File: src/rtl/trackPkg.sv
package trackPkg;

  //////////////////////////////////////////////////
  // Frame geometry
  //////////////////////////////////////////////////

  // VGA sized frame from the camera
  localparam int frameWidth = 640;
  localparam int frameHeight = 480;

  // Last valid index, counters stop here
  localparam int maxCol = frameWidth - 1;
  localparam int maxRow = frameHeight - 1;

  // Coordinate widths
  localparam int colWidth = 10;
  localparam int rowWidth = 9;

  // Whole frame could match
  localparam int countWidth = 19;

  // Column sum width, row sum shares it
  localparam int sumWidth = 29;

  //////////////////////////////////////////////////
  // Pixel format and color window
  //////////////////////////////////////////////////

  // RGB565 word and its channels
  localparam int pixelWidth = 16;
  localparam int redWidth = 5;
  localparam int greenWidth = 6;
  localparam int blueWidth = 5;

  // Inclusive window for saturated red
  localparam logic [redWidth-1:0] redMin = 5'd25;
  localparam logic [redWidth-1:0] redMax = 5'd31;
  localparam logic [greenWidth-1:0] greenMin = 6'd0;
  localparam logic [greenWidth-1:0] greenMax = 6'd5;
  localparam logic [blueWidth-1:0] blueMin = 5'd0;
  localparam logic [blueWidth-1:0] blueMax = 5'd5;

  //////////////////////////////////////////////////
  // Result flow control and divider
  //////////////////////////////////////////////////

  // Credits after reset, also the ceiling
  localparam int resultCredits = 2;
  localparam int creditWidth = $clog2(resultCredits + 1);

  // One quotient bit per cycle
  localparam int divCycles = sumWidth;
  localparam int divCountWidth = $clog2(divCycles + 1);

endpackage
File: src/rtl/colorTracker.sv
`timescale 1ns/1ps

module colorTracker
(
  input  logic                            CLK,
  input  logic                            rst,
  input  logic                            pclk,
  input  logic                            href,
  input  logic                            vsync,
  input  logic [trackPkg::pixelWidth-1:0] pixel,
  input  logic                            creditReturn,
  output logic                            resultValid,
  output logic                            resultFound,
  output logic [trackPkg::colWidth-1:0]   resultCol,
  output logic [trackPkg::rowWidth-1:0]   resultRow,
  output logic [trackPkg::countWidth-1:0] resultCount
);

  // Capture to match
  logic                            pixStrobe;
  logic [trackPkg::pixelWidth-1:0] pixData;
  logic [trackPkg::colWidth-1:0]   col;
  logic [trackPkg::rowWidth-1:0]   row;
  logic                            frameStart;
  logic                            frameEnd;

  // Match to accumulator
  logic                            matchStrobe;
  logic                            matched;
  logic [trackPkg::colWidth-1:0]   matchCol;
  logic [trackPkg::rowWidth-1:0]   matchRow;

  // Accumulator, dividers and control
  logic [trackPkg::countWidth-1:0] count;
  logic [trackPkg::sumWidth-1:0]   colSum;
  logic [trackPkg::sumWidth-1:0]   rowSum;
  logic [trackPkg::sumWidth-1:0]   colQuot;
  logic [trackPkg::sumWidth-1:0]   rowQuot;
  logic                            colDone;
  logic                            clear;
  logic                            enable;
  logic                            divStart;

  pixelCapture i_pixelCapture
  (
    .CLK(CLK), .rst(rst), .pclk(pclk), .href(href), .vsync(vsync), .pixel(pixel),
    .pixStrobe(pixStrobe), .pixData(pixData), .col(col), .row(row),
    .frameStart(frameStart), .frameEnd(frameEnd)
  );

  colorMatch i_colorMatch
  (
    .CLK(CLK), .rst(rst), .pixStrobe(pixStrobe), .pixData(pixData), .col(col), .row(row),
    .matchStrobe(matchStrobe), .matched(matched), .matchCol(matchCol), .matchRow(matchRow)
  );

  centroidAccum i_centroidAccum
  (
    .CLK(CLK), .rst(rst), .clear(clear), .enable(enable), .matchStrobe(matchStrobe),
    .matched(matched), .matchCol(matchCol), .matchRow(matchRow),
    .count(count), .colSum(colSum), .rowSum(rowSum)
  );

  serialDivider i_colDivider
  (
    .CLK(CLK), .rst(rst), .start(divStart), .dividend(colSum), .divisor(count),
    .quotient(colQuot), .done(colDone)
  );

  // Same latency as the column divider, its done is not needed
  serialDivider i_rowDivider
  (
    .CLK(CLK), .rst(rst), .start(divStart), .dividend(rowSum), .divisor(count),
    .quotient(rowQuot), .done()
  );

  frameControl i_frameControl
  (
    .CLK(CLK), .rst(rst), .frameStart(frameStart), .frameEnd(frameEnd),
    .colDone(colDone), .colQuot(colQuot), .rowQuot(rowQuot), .count(count),
    .creditReturn(creditReturn), .clear(clear), .enable(enable), .divStart(divStart),
    .resultValid(resultValid), .resultFound(resultFound), .resultCol(resultCol),
    .resultRow(resultRow), .resultCount(resultCount)
  );

endmodule

File: src/rtl/frameControl.sv
`timescale 1ns/1ps

module frameControl
(
  input  logic                            CLK,
  input  logic                            rst,
  input  logic                            frameStart,
  input  logic                            frameEnd,
  input  logic                            colDone,
  input  logic [trackPkg::sumWidth-1:0]   colQuot,
  input  logic [trackPkg::sumWidth-1:0]   rowQuot,
  input  logic [trackPkg::countWidth-1:0] count,
  input  logic                            creditReturn,
  output logic                            clear,
  output logic                            enable,
  output logic                            divStart,
  output logic                            resultValid,
  output logic                            resultFound,
  output logic [trackPkg::colWidth-1:0]   resultCol,
  output logic [trackPkg::rowWidth-1:0]   resultRow,
  output logic [trackPkg::countWidth-1:0] resultCount
);

  typedef enum logic [2:0] {stIdle, stAccum, stDivide, stWaitCredit, stIssue} stateT;

  stateT state;
  logic [trackPkg::creditWidth-1:0] credits;
  logic sendNow;

  // Result leaves this cycle
  assign sendNow = (state == stWaitCredit) && (credits != '0);

  //////////////////////////////////////////////////
  // Frame FSM
  //////////////////////////////////////////////////

  always_ff @(posedge CLK)
  begin
    if (rst)
    begin
      state <= stIdle;
      clear <= 1'b0;
      enable <= 1'b0;
      divStart <= 1'b0;
      resultValid <= 1'b0;
    end
    else
    begin
      // Pulses default low
      clear <= 1'b0;
      divStart <= 1'b0;
      resultValid <= 1'b0;
      case (state)
        stIdle, stIssue:
          // Arm only on a clean frame start
          if (frameStart)
          begin
            clear <= 1'b1;
            enable <= 1'b1;
            state <= stAccum;
          end
          else
            state <= stIdle;
        stAccum:
          if (frameEnd)
          begin
            enable <= 1'b0;
            divStart <= 1'b1;
            state <= stDivide;
          end
        stDivide:
          // Row divider finishes on the same cycle
          if (colDone)
            state <= stWaitCredit;
        stWaitCredit:
          // Frame starts seen here are dropped
          if (sendNow)
          begin
            resultValid <= 1'b1;
            state <= stIssue;
          end
        default:
          state <= stIdle;
      endcase
    end
  end

  // Result registers
  always_ff @(posedge CLK)
  begin
    if (state == stDivide && colDone)
    begin
      resultFound <= (count != '0);
      resultCol <= colQuot[trackPkg::colWidth-1:0];
      resultRow <= rowQuot[trackPkg::rowWidth-1:0];
      resultCount <= count;
    end
  end

  // Credit counter, return and send may coincide
  always_ff @(posedge CLK)
  begin
    if (rst)
      credits <= trackPkg::resultCredits[trackPkg::creditWidth-1:0];
    else if (creditReturn && !sendNow && credits != trackPkg::resultCredits)
      credits <= credits + 1'b1;
    else if (sendNow && !creditReturn)
      credits <= credits - 1'b1;
  end

endmodule

File: src/rtl/serialDivider.sv
`timescale 1ns/1ps

module serialDivider
(
  input  logic                            CLK,
  input  logic                            rst,
  input  logic                            start,
  input  logic [trackPkg::sumWidth-1:0]   dividend,
  input  logic [trackPkg::countWidth-1:0] divisor,
  output logic [trackPkg::sumWidth-1:0]   quotient,
  output logic                            done
);

  logic busy;
  logic [trackPkg::divCountWidth-1:0] cycleCnt;

  // Dividend shifts out the top, quotient bits shift in below
  logic [trackPkg::sumWidth-1:0]   quotReg;
  logic [trackPkg::countWidth-1:0] remReg;
  logic [trackPkg::countWidth-1:0] divReg;

  logic [trackPkg::countWidth:0]   remShift;
  logic [trackPkg::countWidth+1:0] trial;
  logic quotBit;

  // Partial remainder with the next dividend bit
  assign remShift = {remReg, quotReg[trackPkg::sumWidth-1]};
  // Extra top bit is the borrow
  assign trial = {1'b0, remShift} - {2'b00, divReg};
  // Zero divisor never sets a bit
  assign quotBit = ~trial[trackPkg::countWidth+1] && (divReg != '0);

  //////////////////////////////////////////////////
  // Cycle control
  //////////////////////////////////////////////////

  always_ff @(posedge CLK)
  begin
    if (rst)
    begin
      busy <= 1'b0;
      done <= 1'b0;
      cycleCnt <= '0;
    end
    else
    begin
      done <= 1'b0;
      if (start)
      begin
        busy <= 1'b1;
        cycleCnt <= '0;
      end
      else if (busy)
      begin
        // Last bit this cycle
        if (cycleCnt == trackPkg::divCycles - 1)
        begin
          busy <= 1'b0;
          done <= 1'b1;
        end
        else
          cycleCnt <= cycleCnt + 1'b1;
      end
    end
  end

  // Restoring step
  always_ff @(posedge CLK)
  begin
    if (start)
    begin
      quotReg <= dividend;
      remReg <= '0;
      divReg <= divisor;
    end
    else if (busy)
    begin
      quotReg <= {quotReg[trackPkg::sumWidth-2:0], quotBit};
      remReg <= quotBit ? trial[trackPkg::countWidth-1:0] : remShift[trackPkg::countWidth-1:0];
    end
  end

  assign quotient = quotReg;

endmodule

File: src/rtl/centroidAccum.sv
`timescale 1ns/1ps

module centroidAccum
(
  input  logic                            CLK,
  input  logic                            rst,
  input  logic                            clear,
  input  logic                            enable,
  input  logic                            matchStrobe,
  input  logic                            matched,
  input  logic [trackPkg::colWidth-1:0]   matchCol,
  input  logic [trackPkg::rowWidth-1:0]   matchRow,
  output logic [trackPkg::countWidth-1:0] count,
  output logic [trackPkg::sumWidth-1:0]   colSum,
  output logic [trackPkg::sumWidth-1:0]   rowSum
);

  // Zero extended coordinates
  logic [trackPkg::sumWidth-1:0] colExt;
  logic [trackPkg::sumWidth-1:0] rowExt;

  logic addPixel;

  assign colExt = {{(trackPkg::sumWidth - trackPkg::colWidth){1'b0}}, matchCol};
  assign rowExt = {{(trackPkg::sumWidth - trackPkg::rowWidth){1'b0}}, matchRow};

  // Matched pixels inside an armed frame
  assign addPixel = enable & matchStrobe & matched;

  //////////////////////////////////////////////////
  // Running totals
  //////////////////////////////////////////////////

  always_ff @(posedge CLK)
  begin
    if (rst)
    begin
      count <= '0;
      colSum <= '0;
      rowSum <= '0;
    end
    else if (clear)
    begin
      // New frame
      count <= '0;
      colSum <= '0;
      rowSum <= '0;
    end
    else if (addPixel)
    begin
      count <= count + 1'b1;
      colSum <= colSum + colExt;
      rowSum <= rowSum + rowExt;
    end
  end

  // Totals stay put after enable drops
  // so the dividers see stable operands

endmodule

File: src/rtl/colorMatch.sv
`timescale 1ns/1ps

module colorMatch
(
  input  logic                            CLK,
  input  logic                            rst,
  input  logic                            pixStrobe,
  input  logic [trackPkg::pixelWidth-1:0] pixData,
  input  logic [trackPkg::colWidth-1:0]   col,
  input  logic [trackPkg::rowWidth-1:0]   row,
  output logic                            matchStrobe,
  output logic                            matched,
  output logic [trackPkg::colWidth-1:0]   matchCol,
  output logic [trackPkg::rowWidth-1:0]   matchRow
);

  logic [trackPkg::redWidth-1:0]   red;
  logic [trackPkg::greenWidth-1:0] green;
  logic [trackPkg::blueWidth-1:0]  blue;
  logic redOk;
  logic greenOk;
  logic blueOk;

  // RGB565 channel split, red on top
  assign red = pixData[15:11];
  assign green = pixData[10:5];
  assign blue = pixData[4:0];

  // Bounds are inclusive on both sides
  assign redOk = (red >= trackPkg::redMin) && (red <= trackPkg::redMax);
  assign greenOk = (green >= trackPkg::greenMin) && (green <= trackPkg::greenMax);
  assign blueOk = (blue >= trackPkg::blueMin) && (blue <= trackPkg::blueMax);

  // One cycle of latency
  always_ff @(posedge CLK)
  begin
    if (rst)
      matchStrobe <= 1'b0;
    else
      matchStrobe <= pixStrobe;
  end

  always_ff @(posedge CLK)
  begin
    matched <= redOk & greenOk & blueOk;
    matchCol <= col;
    matchRow <= row;
  end

endmodule

File: src/rtl/pixelCapture.sv
`timescale 1ns/1ps

module pixelCapture
(
  input  logic                            CLK,
  input  logic                            rst,
  input  logic                            pclk,
  input  logic                            href,
  input  logic                            vsync,
  input  logic [trackPkg::pixelWidth-1:0] pixel,
  output logic                            pixStrobe,
  output logic [trackPkg::pixelWidth-1:0] pixData,
  output logic [trackPkg::colWidth-1:0]   col,
  output logic [trackPkg::rowWidth-1:0]   row,
  output logic                            frameStart,
  output logic                            frameEnd
);

  // Stage 0 meta, stage 1 synced, stage 2 previous
  logic [2:0] pclkPipe;
  logic [2:0] hrefPipe;
  logic [2:0] vsyncPipe;

  // Data follows the same two stages as pclk
  logic [trackPkg::pixelWidth-1:0] pixMeta;
  logic [trackPkg::pixelWidth-1:0] pixSync;

  logic [trackPkg::colWidth-1:0] colCnt;
  logic [trackPkg::rowWidth-1:0] rowCnt;
  logic [trackPkg::colWidth-1:0] colNow;

  logic pclkRise;
  logic hrefRise;
  logic hrefFall;
  logic vsyncRise;
  logic vsyncFall;
  logic pixTake;

  //////////////////////////////////////////////////
  // Synchronizers and edge detect
  //////////////////////////////////////////////////

  always_ff @(posedge CLK)
  begin
    if (rst)
    begin
      pclkPipe <= '0;
      hrefPipe <= '0;
      vsyncPipe <= '0;
    end
    else
    begin
      pclkPipe <= {pclkPipe[1:0], pclk};
      hrefPipe <= {hrefPipe[1:0], href};
      vsyncPipe <= {vsyncPipe[1:0], vsync};
    end
  end

  always_ff @(posedge CLK)
  begin
    pixMeta <= pixel;
    pixSync <= pixMeta;
  end

  assign pclkRise = pclkPipe[1] & ~pclkPipe[2];
  assign hrefRise = hrefPipe[1] & ~hrefPipe[2];
  assign hrefFall = ~hrefPipe[1] & hrefPipe[2];
  // VSYNC high marks vertical blanking
  assign vsyncRise = vsyncPipe[1] & ~vsyncPipe[2];
  assign vsyncFall = ~vsyncPipe[1] & vsyncPipe[2];

  // Only pixels inside an active line
  assign pixTake = pclkRise & hrefPipe[1];

  // First pixel may coincide with the line start
  assign colNow = hrefRise ? '0 : colCnt;

  //////////////////////////////////////////////////
  // Column and row counters
  //////////////////////////////////////////////////

  always_ff @(posedge CLK)
  begin
    if (rst)
    begin
      colCnt <= '0;
      rowCnt <= '0;
    end
    else
    begin
      // Next column, held at the last one
      if (pixTake)
        colCnt <= (colNow == trackPkg::maxCol) ? colNow : colNow + 1'b1;
      else if (hrefRise)
        colCnt <= '0;
      // Row steps at line end
      if (vsyncFall)
        rowCnt <= '0;
      else if (hrefFall && rowCnt != trackPkg::maxRow)
        rowCnt <= rowCnt + 1'b1;
    end
  end

  // Strobes
  always_ff @(posedge CLK)
  begin
    if (rst)
    begin
      pixStrobe <= 1'b0;
      frameStart <= 1'b0;
      frameEnd <= 1'b0;
    end
    else
    begin
      pixStrobe <= pixTake;
      frameStart <= vsyncFall;
      frameEnd <= vsyncRise;
    end
  end

  // Pixel payload with its position
  always_ff @(posedge CLK)
  begin
    if (pixTake)
    begin
      pixData <= pixSync;
      col <= colNow;
      row <= rowCnt;
    end
  end

endmodule

File: config.mk
export PLATFORM = sky130hd
export DESIGN_NAME = colorTracker
export DESIGN_NICKNAME = d
export VERILOG_FILES = /design/src/rtl/trackPkg.sv /design/src/rtl/colorTracker.sv /design/src/rtl/frameControl.sv /design/src/rtl/serialDivider.sv /design/src/rtl/centroidAccum.sv /design/src/rtl/colorMatch.sv /design/src/rtl/pixelCapture.sv
export SDC_FILE = /design/constraint.sdc
export NUM_CORES = 1
export LEC_CHECK = 0
export ABC_AREA = 1
export BUFFER_PORTS_ARGS = -buffer_cell sky130_fd_sc_hd__clkbuf_2
export CAP_MARGIN = 20
export CORE_AREA = 5 5 174 176
export CTS_CLUSTER_SIZE = 8
export DETAILED_ROUTE_END_ITERATION = 8
export DIE_AREA = 0 0 179 181
export MAX_ROUTING_LAYER = met4
export PLACE_DENSITY = 0.79
export SYNTH_ARGS = -nofsm -noshare
export SYNTH_HDL_FRONTEND = slang
export SYNTH_SLANG_ARGS = --single-unit
File: constraint.sdc
create_clock -name CLK -period 3.3 [get_ports CLK]
set_input_delay 0.165 -clock CLK [delete_from_list [all_inputs] [get_ports CLK]]
set_output_delay 0.165 -clock CLK [all_outputs]
set_load 0.1 [all_outputs]
* Word level (Yosys, flattened, before mapping)
Index checks and enable logic that the tools add are counted.
** Storage, ports and cells
- Bits in registers :: 372
- Input bits :: 22
- Output and inout bits :: 40
- Word-level logic and storage cells :: 155
** Cells by class
- Add/sub/neg operators :: 11
- Magnitude comparators :: 6
- Equality and inequality tests :: 13
- Mux-type cells :: 29
- Bitwise gates (word level) :: 23
- Reduce and logical (&&, ||, !) cells :: 33
** Operators with widths (number)
- 29-bit 2-to-1 mux :: 4
- 20-bit by 19-bit subtractor with 21-bit output :: 2
- 19-bit 2-to-1 mux :: 2
- 19-bit nonzero test :: 2
- 10-bit 2-to-1 mux :: 3
- 29-bit by 10-bit adder with 29-bit output :: 1
- 29-bit by 9-bit adder with 29-bit output :: 1
- 19-bit by 1-bit adder with 19-bit output, second input constant :: 1
- 2-bit OR reduction :: 7
- 1-bit 2-to-1 mux :: 13
- 1-bit NOT :: 13
- 3-bit case mux with 4 select lines :: 1
- 1-bit logical AND :: 11
- 10-bit by 1-bit adder with 10-bit output, second input constant :: 1
- 5-bit by 1-bit adder with 5-bit output, second input constant :: 2
- 1-bit bitwise AND :: 10
- 10-bit == test, second input constant :: 1
- 5-bit == test, second input constant :: 2
- 2-bit nonzero test :: 5
- 9-bit by 1-bit adder with 9-bit output, second input constant :: 1
- 3-bit 2-to-1 mux :: 3
- 9-bit inequality test, second input constant :: 1
- 2-bit inequality test, second input constant :: 4
- 3-bit by 2-bit == test with 1-bit output, second input constant :: 2
- other kinds (18) :: 22

* Depth between registers and ports, before layout
- Depth in word-level cells :: 6
- Gate-level depth with buffers :: 16
- Gate-level depth less buffers :: 15

* By module
A second synthesis with hierarchy kept.
** Unflattened totals
- Cell total of the unflattened synthesis :: 2268
- Area total of the unflattened synthesis :: 18695.4 µm²
** Modules (own cells, without submodules)
- centroidAccum :: times used 1, cells each 747, area each 4822.1 µm², sequential area each 1541.5 µm²
- serialDivider at i_rowDivider :: times used 1, cells each 544, area each 4274.1 µm², sequential area each 1961.9 µm²
- serialDivider at i_colDivider :: times used 1, cells each 539, area each 4257.8 µm², sequential area each 1961.9 µm²
- pixelCapture :: times used 1, cells each 282, area each 3198.1 µm², sequential area each 2312.2 µm²
- frameControl :: times used 1, cells each 117, area each 1649.1 µm², sequential area each 1351.3 µm²
- colorMatch :: times used 1, cells each 39, area each 494.2 µm², sequential area each 420.4 µm²

* Worst setup path after synthesis
No wires, ideal clock.
- Path kind :: register to register
- Start point :: register i_frameControl.state[1]
- End point :: register i_frameControl.resultCol[0] (netlist name) (enable)
- Setup time :: 0.435 ns
- Data arrival time :: 2.274 ns
- Data required time :: 2.865 ns
- Setup slack :: 0.591 ns
- Cell stages (with the launch flop) :: 5
- Buffers on the path :: 0
- Clock period less this slack :: 2.709 ns
- Path through :: dfxtp_1 > inv_1 > nor3_1 > inv_1 > nor2_1
** Between the ends
- Cells in the longest elaborated chain, start to end :: 2
** Ends and longest elaborated chain
- from (decl) :: RTL line frameControl.sv:26 : stateT state;
- from (signal assigned) :: RTL line frameControl.sv:41 : state <= stIdle;
- from (signal assigned) :: RTL line frameControl.sv:60 : state <= stAccum;
- from (signal assigned) :: RTL line frameControl.sv:63 : state <= stIdle;
- 3-bit by 2-bit == test with 1-bit output :: RTL line frameControl.sv:91 : if (state == stDivide && colDone)
- 1-bit logical AND :: RTL line frameControl.sv:91
- to (signal assigned) :: RTL line frameControl.sv:94 : resultCol <= colQuot[trackPkg::colWidth-1:0];
- to (decl) :: RTL line frameControl.sv:19 : output logic [trackPkg::colWidth-1:0] resultCol,
No other way between the ends.
A chain may end at the register's enable or synchronous reset.

* Final worst setup path
- Start point :: register i_rowDivider.divReg[0] (netlist name)
- End point :: register i_rowDivider.remReg[16] (netlist name)
** Between the ends
- Cells in the longest elaborated chain, start to end :: 4
- Elaborated cells between the ends (all ways) :: 5
- Classes of those cells :: add/sub (1); mux (1); bitwise (1); reduce/logical (2)
** Ends and longest elaborated chain
- from (decl) :: RTL line serialDivider.sv:20 : logic [trackPkg::countWidth-1:0] divReg;
- from (signal assigned) :: RTL line serialDivider.sv:74 : divReg <= divisor;
- 20-bit by 19-bit subtractor with 21-bit output :: RTL line serialDivider.sv:29 : assign trial = {1'b0, remShift} - {2'b00, divReg};
- 1-bit NOT :: RTL line serialDivider.sv:31 : assign quotBit = ~trial[trackPkg::countWidth+1] && (divReg != '0);
- 1-bit logical AND :: RTL line serialDivider.sv:31
- 19-bit 2-to-1 mux (*) :: RTL line serialDivider.sv:79 : remReg <= quotBit ? trial[trackPkg::countWidth-1:0] : remShift[trackPkg::countWidth-1:0];
- to (signal assigned) :: RTL line serialDivider.sv:79
- to (decl) :: RTL line serialDivider.sv:19 : logic [trackPkg::countWidth-1:0] remReg;
Every way passes the cells marked *; elsewhere a longest branch is shown, timed or not.

==> impl_metrics.yaml <==
run_status:
  outcome: "completed"
yosys:
  synth_cells: 2139
  ys.flop_type: "dfxtp_1"
  syn-num-nets: 2230
  synthTopCellsByArea: "edfxtp_1 26%, dfxtp_1 25%, nand2_1 12%"
  synth_edf_count: 149
  synth.distinct_cells: 48
  yosysSeqAreaShare_pct: 50.6
  yosysTopAreaCell: "edfxtp_1"
  syn_avg_cell_area_sq_um: 8.15
  synth_area_sq_um: 17400
  async_reset_ff_share_pct: 0
  ys_ff_latch: 366
  yosys_warnings: 0
  synth_top_area_share_pct: 25.7
place:
  place_inst: 2557
  gp_congestion: 0.950
  preCtsSetupSlack_ns: 0.722
  portBuffers: 59
  hpwl_um: 27300
global_route:
  grt_pass1_vias: 13700
  overflow: 0
  grt_max_degree: 107
  antenna_found_initial: 1
  grt_pass1_wl_um: 66600
  grt_usage_pct: 25.6
hold_path:
  hold_class: "input port to flip-flop"
  hp-start: "pixel[12]"
  hold-path-cell-count: 2
  min_to: "i_pixelCapture.pixMeta[12]$_DFF_P_"
finish:
  drive_gt1_share_pct: 8.78
  finalNetCount: 2338
  fill_cells: 2204
  syn_to_final_growth_pct: 14.2
  fin_cells: 2674
  fin_util_pct: 70.0
setup_path:
  r2r_slack_ns: 0.70
  regToRegStartpoint: "i_rowDivider.divReg[0]$_DFFE_PP_"
  critical_path_arrival_ns: 3.05
  required_ns: 3.75
  ff2ff_path_depth: 12
  crit_type: "flip-flop to flip-flop"
  start_kind: "flip-flop"
  end_kind: "flip-flop"
  worst-path-max-fanout: 18
  r2r-end: "i_rowDivider.remReg[16]$_SDFFE_PP0P_"
die:
  die_x_um: 179
  initial_core_util_pct: 61.3
  core.rowCount: 62
  io_pins: 62
  die-area_sq_um: 32400
  core_area_sq_um: 28500
  die_h_um: 181
power:
  p_leak_nw: 8.74
  power_density_nw_per_um2: 567
  ir_drop_mv: 0.560
detailed_routing:
  finalWirelength_um: 40300
  dr.pass1.iters: 6
  drtAntennaViolNets: 0
  wl_per_cell_um: 15.1
  drtIter0Drc: 1168
  vias: 14300
  viasPerCell: 5.35
  drc: 0
clocking:
  cts_num_sinks: 366
  clk_pin_slew_worst_paths_ns: 0.05
  cts_buffer_depth: 3
  cts-root-buf: "clkbuf_16"
  clock_latency_ns: 0.59
  h-tree-depth: 2
  cts_tree: "built"
  cts_buffers: 52
sta:
  max_clock_freq_mhz: 385
  rsz0062_at_grt: "no"
  tightest_slew_ns: 1.02
  slew_viol_final: 0
  setup_viol: 0
  setup_tns_ns: 0
  min_period_over_period_pct: 78.8
  finClkSkew_ns: 0.0391
  fin_ws_ns: 0.699
  fin_crit_ns: 2.60
  relSlewSlack_pct: 31.6
  hold_viol_final: 0
  whs_ns: 0.226
job:
  maxCapViolations: 0
[final cells by class]
cell class	count	area, sq um	area share (%)
Sequential cell	366	8820	44.3
Inverter	328	1230	6.19
Tap cell	384	480	2.41
Antenna cell	1	2.50	0.0126
Multi-Input combinational cell	1402	7180	36.0
Clock inverter	4	98.8	0.496
Clock buffer	92	1460	7.34
Timing Repair Buffer	97	644	3.23
[per-layer routing]
metal	up-vias	track usage [%]	share of wire [%]
met5	-	-	0
met4	0	8.01	2.9
met3	91	3.68	5.2
met2	406	43.0	49
met1	6601	32.2	42
li1	7196	-	-
[cell usage after synthesis, types with 4 or more instances]
| cell | instances |
|---|---|
| buf_1 | 4 |
| nand3_1 | 145 |
| dfxtp_1 | 217 |
| inv_2 | 10 |
| a21boi_0 | 6 |
| nand3_2 | 5 |
| a21oi_2 | 5 |
| clkbuf_1 | 22 |
| buf_6 | 5 |
| nand2_1 | 564 |
| nand3b_1 | 9 |
| edfxtp_1 | 149 |
| ha_1 | 65 |
| nor2_1 | 151 |
| o21ai_0 | 139 |
| nor4_1 | 13 |
| nand4_1 | 30 |
| nor2_4 | 7 |
| o211ai_1 | 5 |
| o21ai_1 | 4 |
| xor2_1 | 23 |
| inv_1 | 315 |
| nor2_2 | 13 |
| xnor2_1 | 14 |
| fa_1 | 4 |
| nand2_2 | 9 |
| or2_2 | 6 |
| nor3_1 | 45 |
| buf_2 | 10 |
| a21oi_1 | 110 |
| o21bai_1 | 6 |
[where the power goes]
part           total, mW  internal (mW)  switching, mW
Clock               4.97           2.99           1.97
Sequential          4.95           4.86         0.0952
Combinational       1.38          0.492          0.887
Total               11.3           8.34           2.96
[cell families (layout without fill, tap and decap cells)]
| logic type | Yosys count | after routing | share of synthesized area (%) |
|---|---|---|---|
| and+or+nand+nor | 1010 | 1010 | 25.4 |
| AOI/OAI and AO/OA | 286 | 286 | 8.72 |
| adders and majority gates | 69 | 69 | 5.12 |
| xor gates and xnor gates | 37 | 37 | 1.86 |
| buffers and inverters | 371 | 521 | 8.33 |
| other | 0 | 1 | 0 |
| DFF | 366 | 366 | 50.6 |
[layout by cell type, fill, tap and decap left out, types with 5 or more instances in the layout]
master	synthesis	layout
nand2_1	564	564
inv_1	315	314
dfxtp_1	217	217
nor2_1	151	150
edfxtp_1	149	149
nand3_1	145	145
o21ai_0	139	139
a21oi_1	110	110
ha_1	65	65
clkbuf_2	0	59
clkbuf_16	0	52
nor3_1	45	45
clkbuf_1	22	39
nand4_1	30	30
xor2_1	23	23
dlygate4sd3_1	0	19
buf_4	2	17
xnor2_1	14	14
nor4_1	13	13
nor2_2	13	12
inv_2	10	11
nor2_4	7	9
nand2_2	9	9
nand3b_1	9	9
or2_2	6	6
o21bai_1	6	6
a21boi_0	6	6
a21oi_2	5	5
nand3_2	5	5
o211ai_1	5	5
[how the worst max path moves through the flow]
stage	endpoint	cells after the start	startpoint	slack (ns)
final	i_rowDivider.remReg[16]$_SDFFE_PP0P_	12	i_rowDivider.divReg[0]$_DFFE_PP_	0.70
after global routing	i_rowDivider.remReg[16]$_SDFFE_PP0P_	12	i_rowDivider.divReg[0]$_DFFE_PP_	0.55
after CTS	i_rowDivider.remReg[16]$_SDFFE_PP0P_	12	i_rowDivider.divReg[0]$_DFFE_PP_	0.70
after detailed placement	i_rowDivider.remReg[16]$_SDFFE_PP0P_	12	i_rowDivider.divReg[0]$_DFFE_PP_	0.72
after global placement	i_rowDivider.remReg[17]$_SDFFE_PP0P_	12	i_rowDivider.divReg[0]$_DFFE_PP_	0.76
after floorplan	i_frameControl.resultCol[0]$_DFFE_PP_	4	i_frameControl.state[1]$_SDFFE_PP0P_	0.59
[stage by stage]
step           cell area (sq um)  total power [mW]
6_report                   19900              11.3
5_1_grt                    19900              11.8
4_1_cts                    19900              11.4
3_5_place_dp               18200              6.37
2_1_floorplan              17400              6.08
3_3_place_gp               18200              6.34
[registers in the layout, indices dropped and copies added (netlist names), 19 cells and up]
signal                      count
i_centroidAccum.count          19
i_rowDivider.remReg            19
i_frameControl.resultCount     19
i_centroidAccum.rowSum         29
i_colDivider.remReg            19
i_centroidAccum.colSum         29
i_rowDivider.quotient          29
i_colDivider.quotient          29
i_rowDivider.divReg            19
[repair_timing]
item	4_1_cts	5_1_grt
gates resized for setup	0	0
hold buffers	19	0
endpoints found under the hold margin	22	0
setup buffers	0	0
[worst max-delay path: stages (launching register included)]
cell,delay (ns)
edfxtp_1,0.43
ha_1,0.26
fa_1,0.41
inv_1,0.11
nand3_1,0.07
nand2_1,0.20
nand3b_4,0.10
nand3_4,0.14
nand2_2,0.27
inv_2,0.28
nand2_1,0.10
nand3_1,0.08
nand2_1,0.05
No activity file was read; power rests on OpenSTA's default activity.
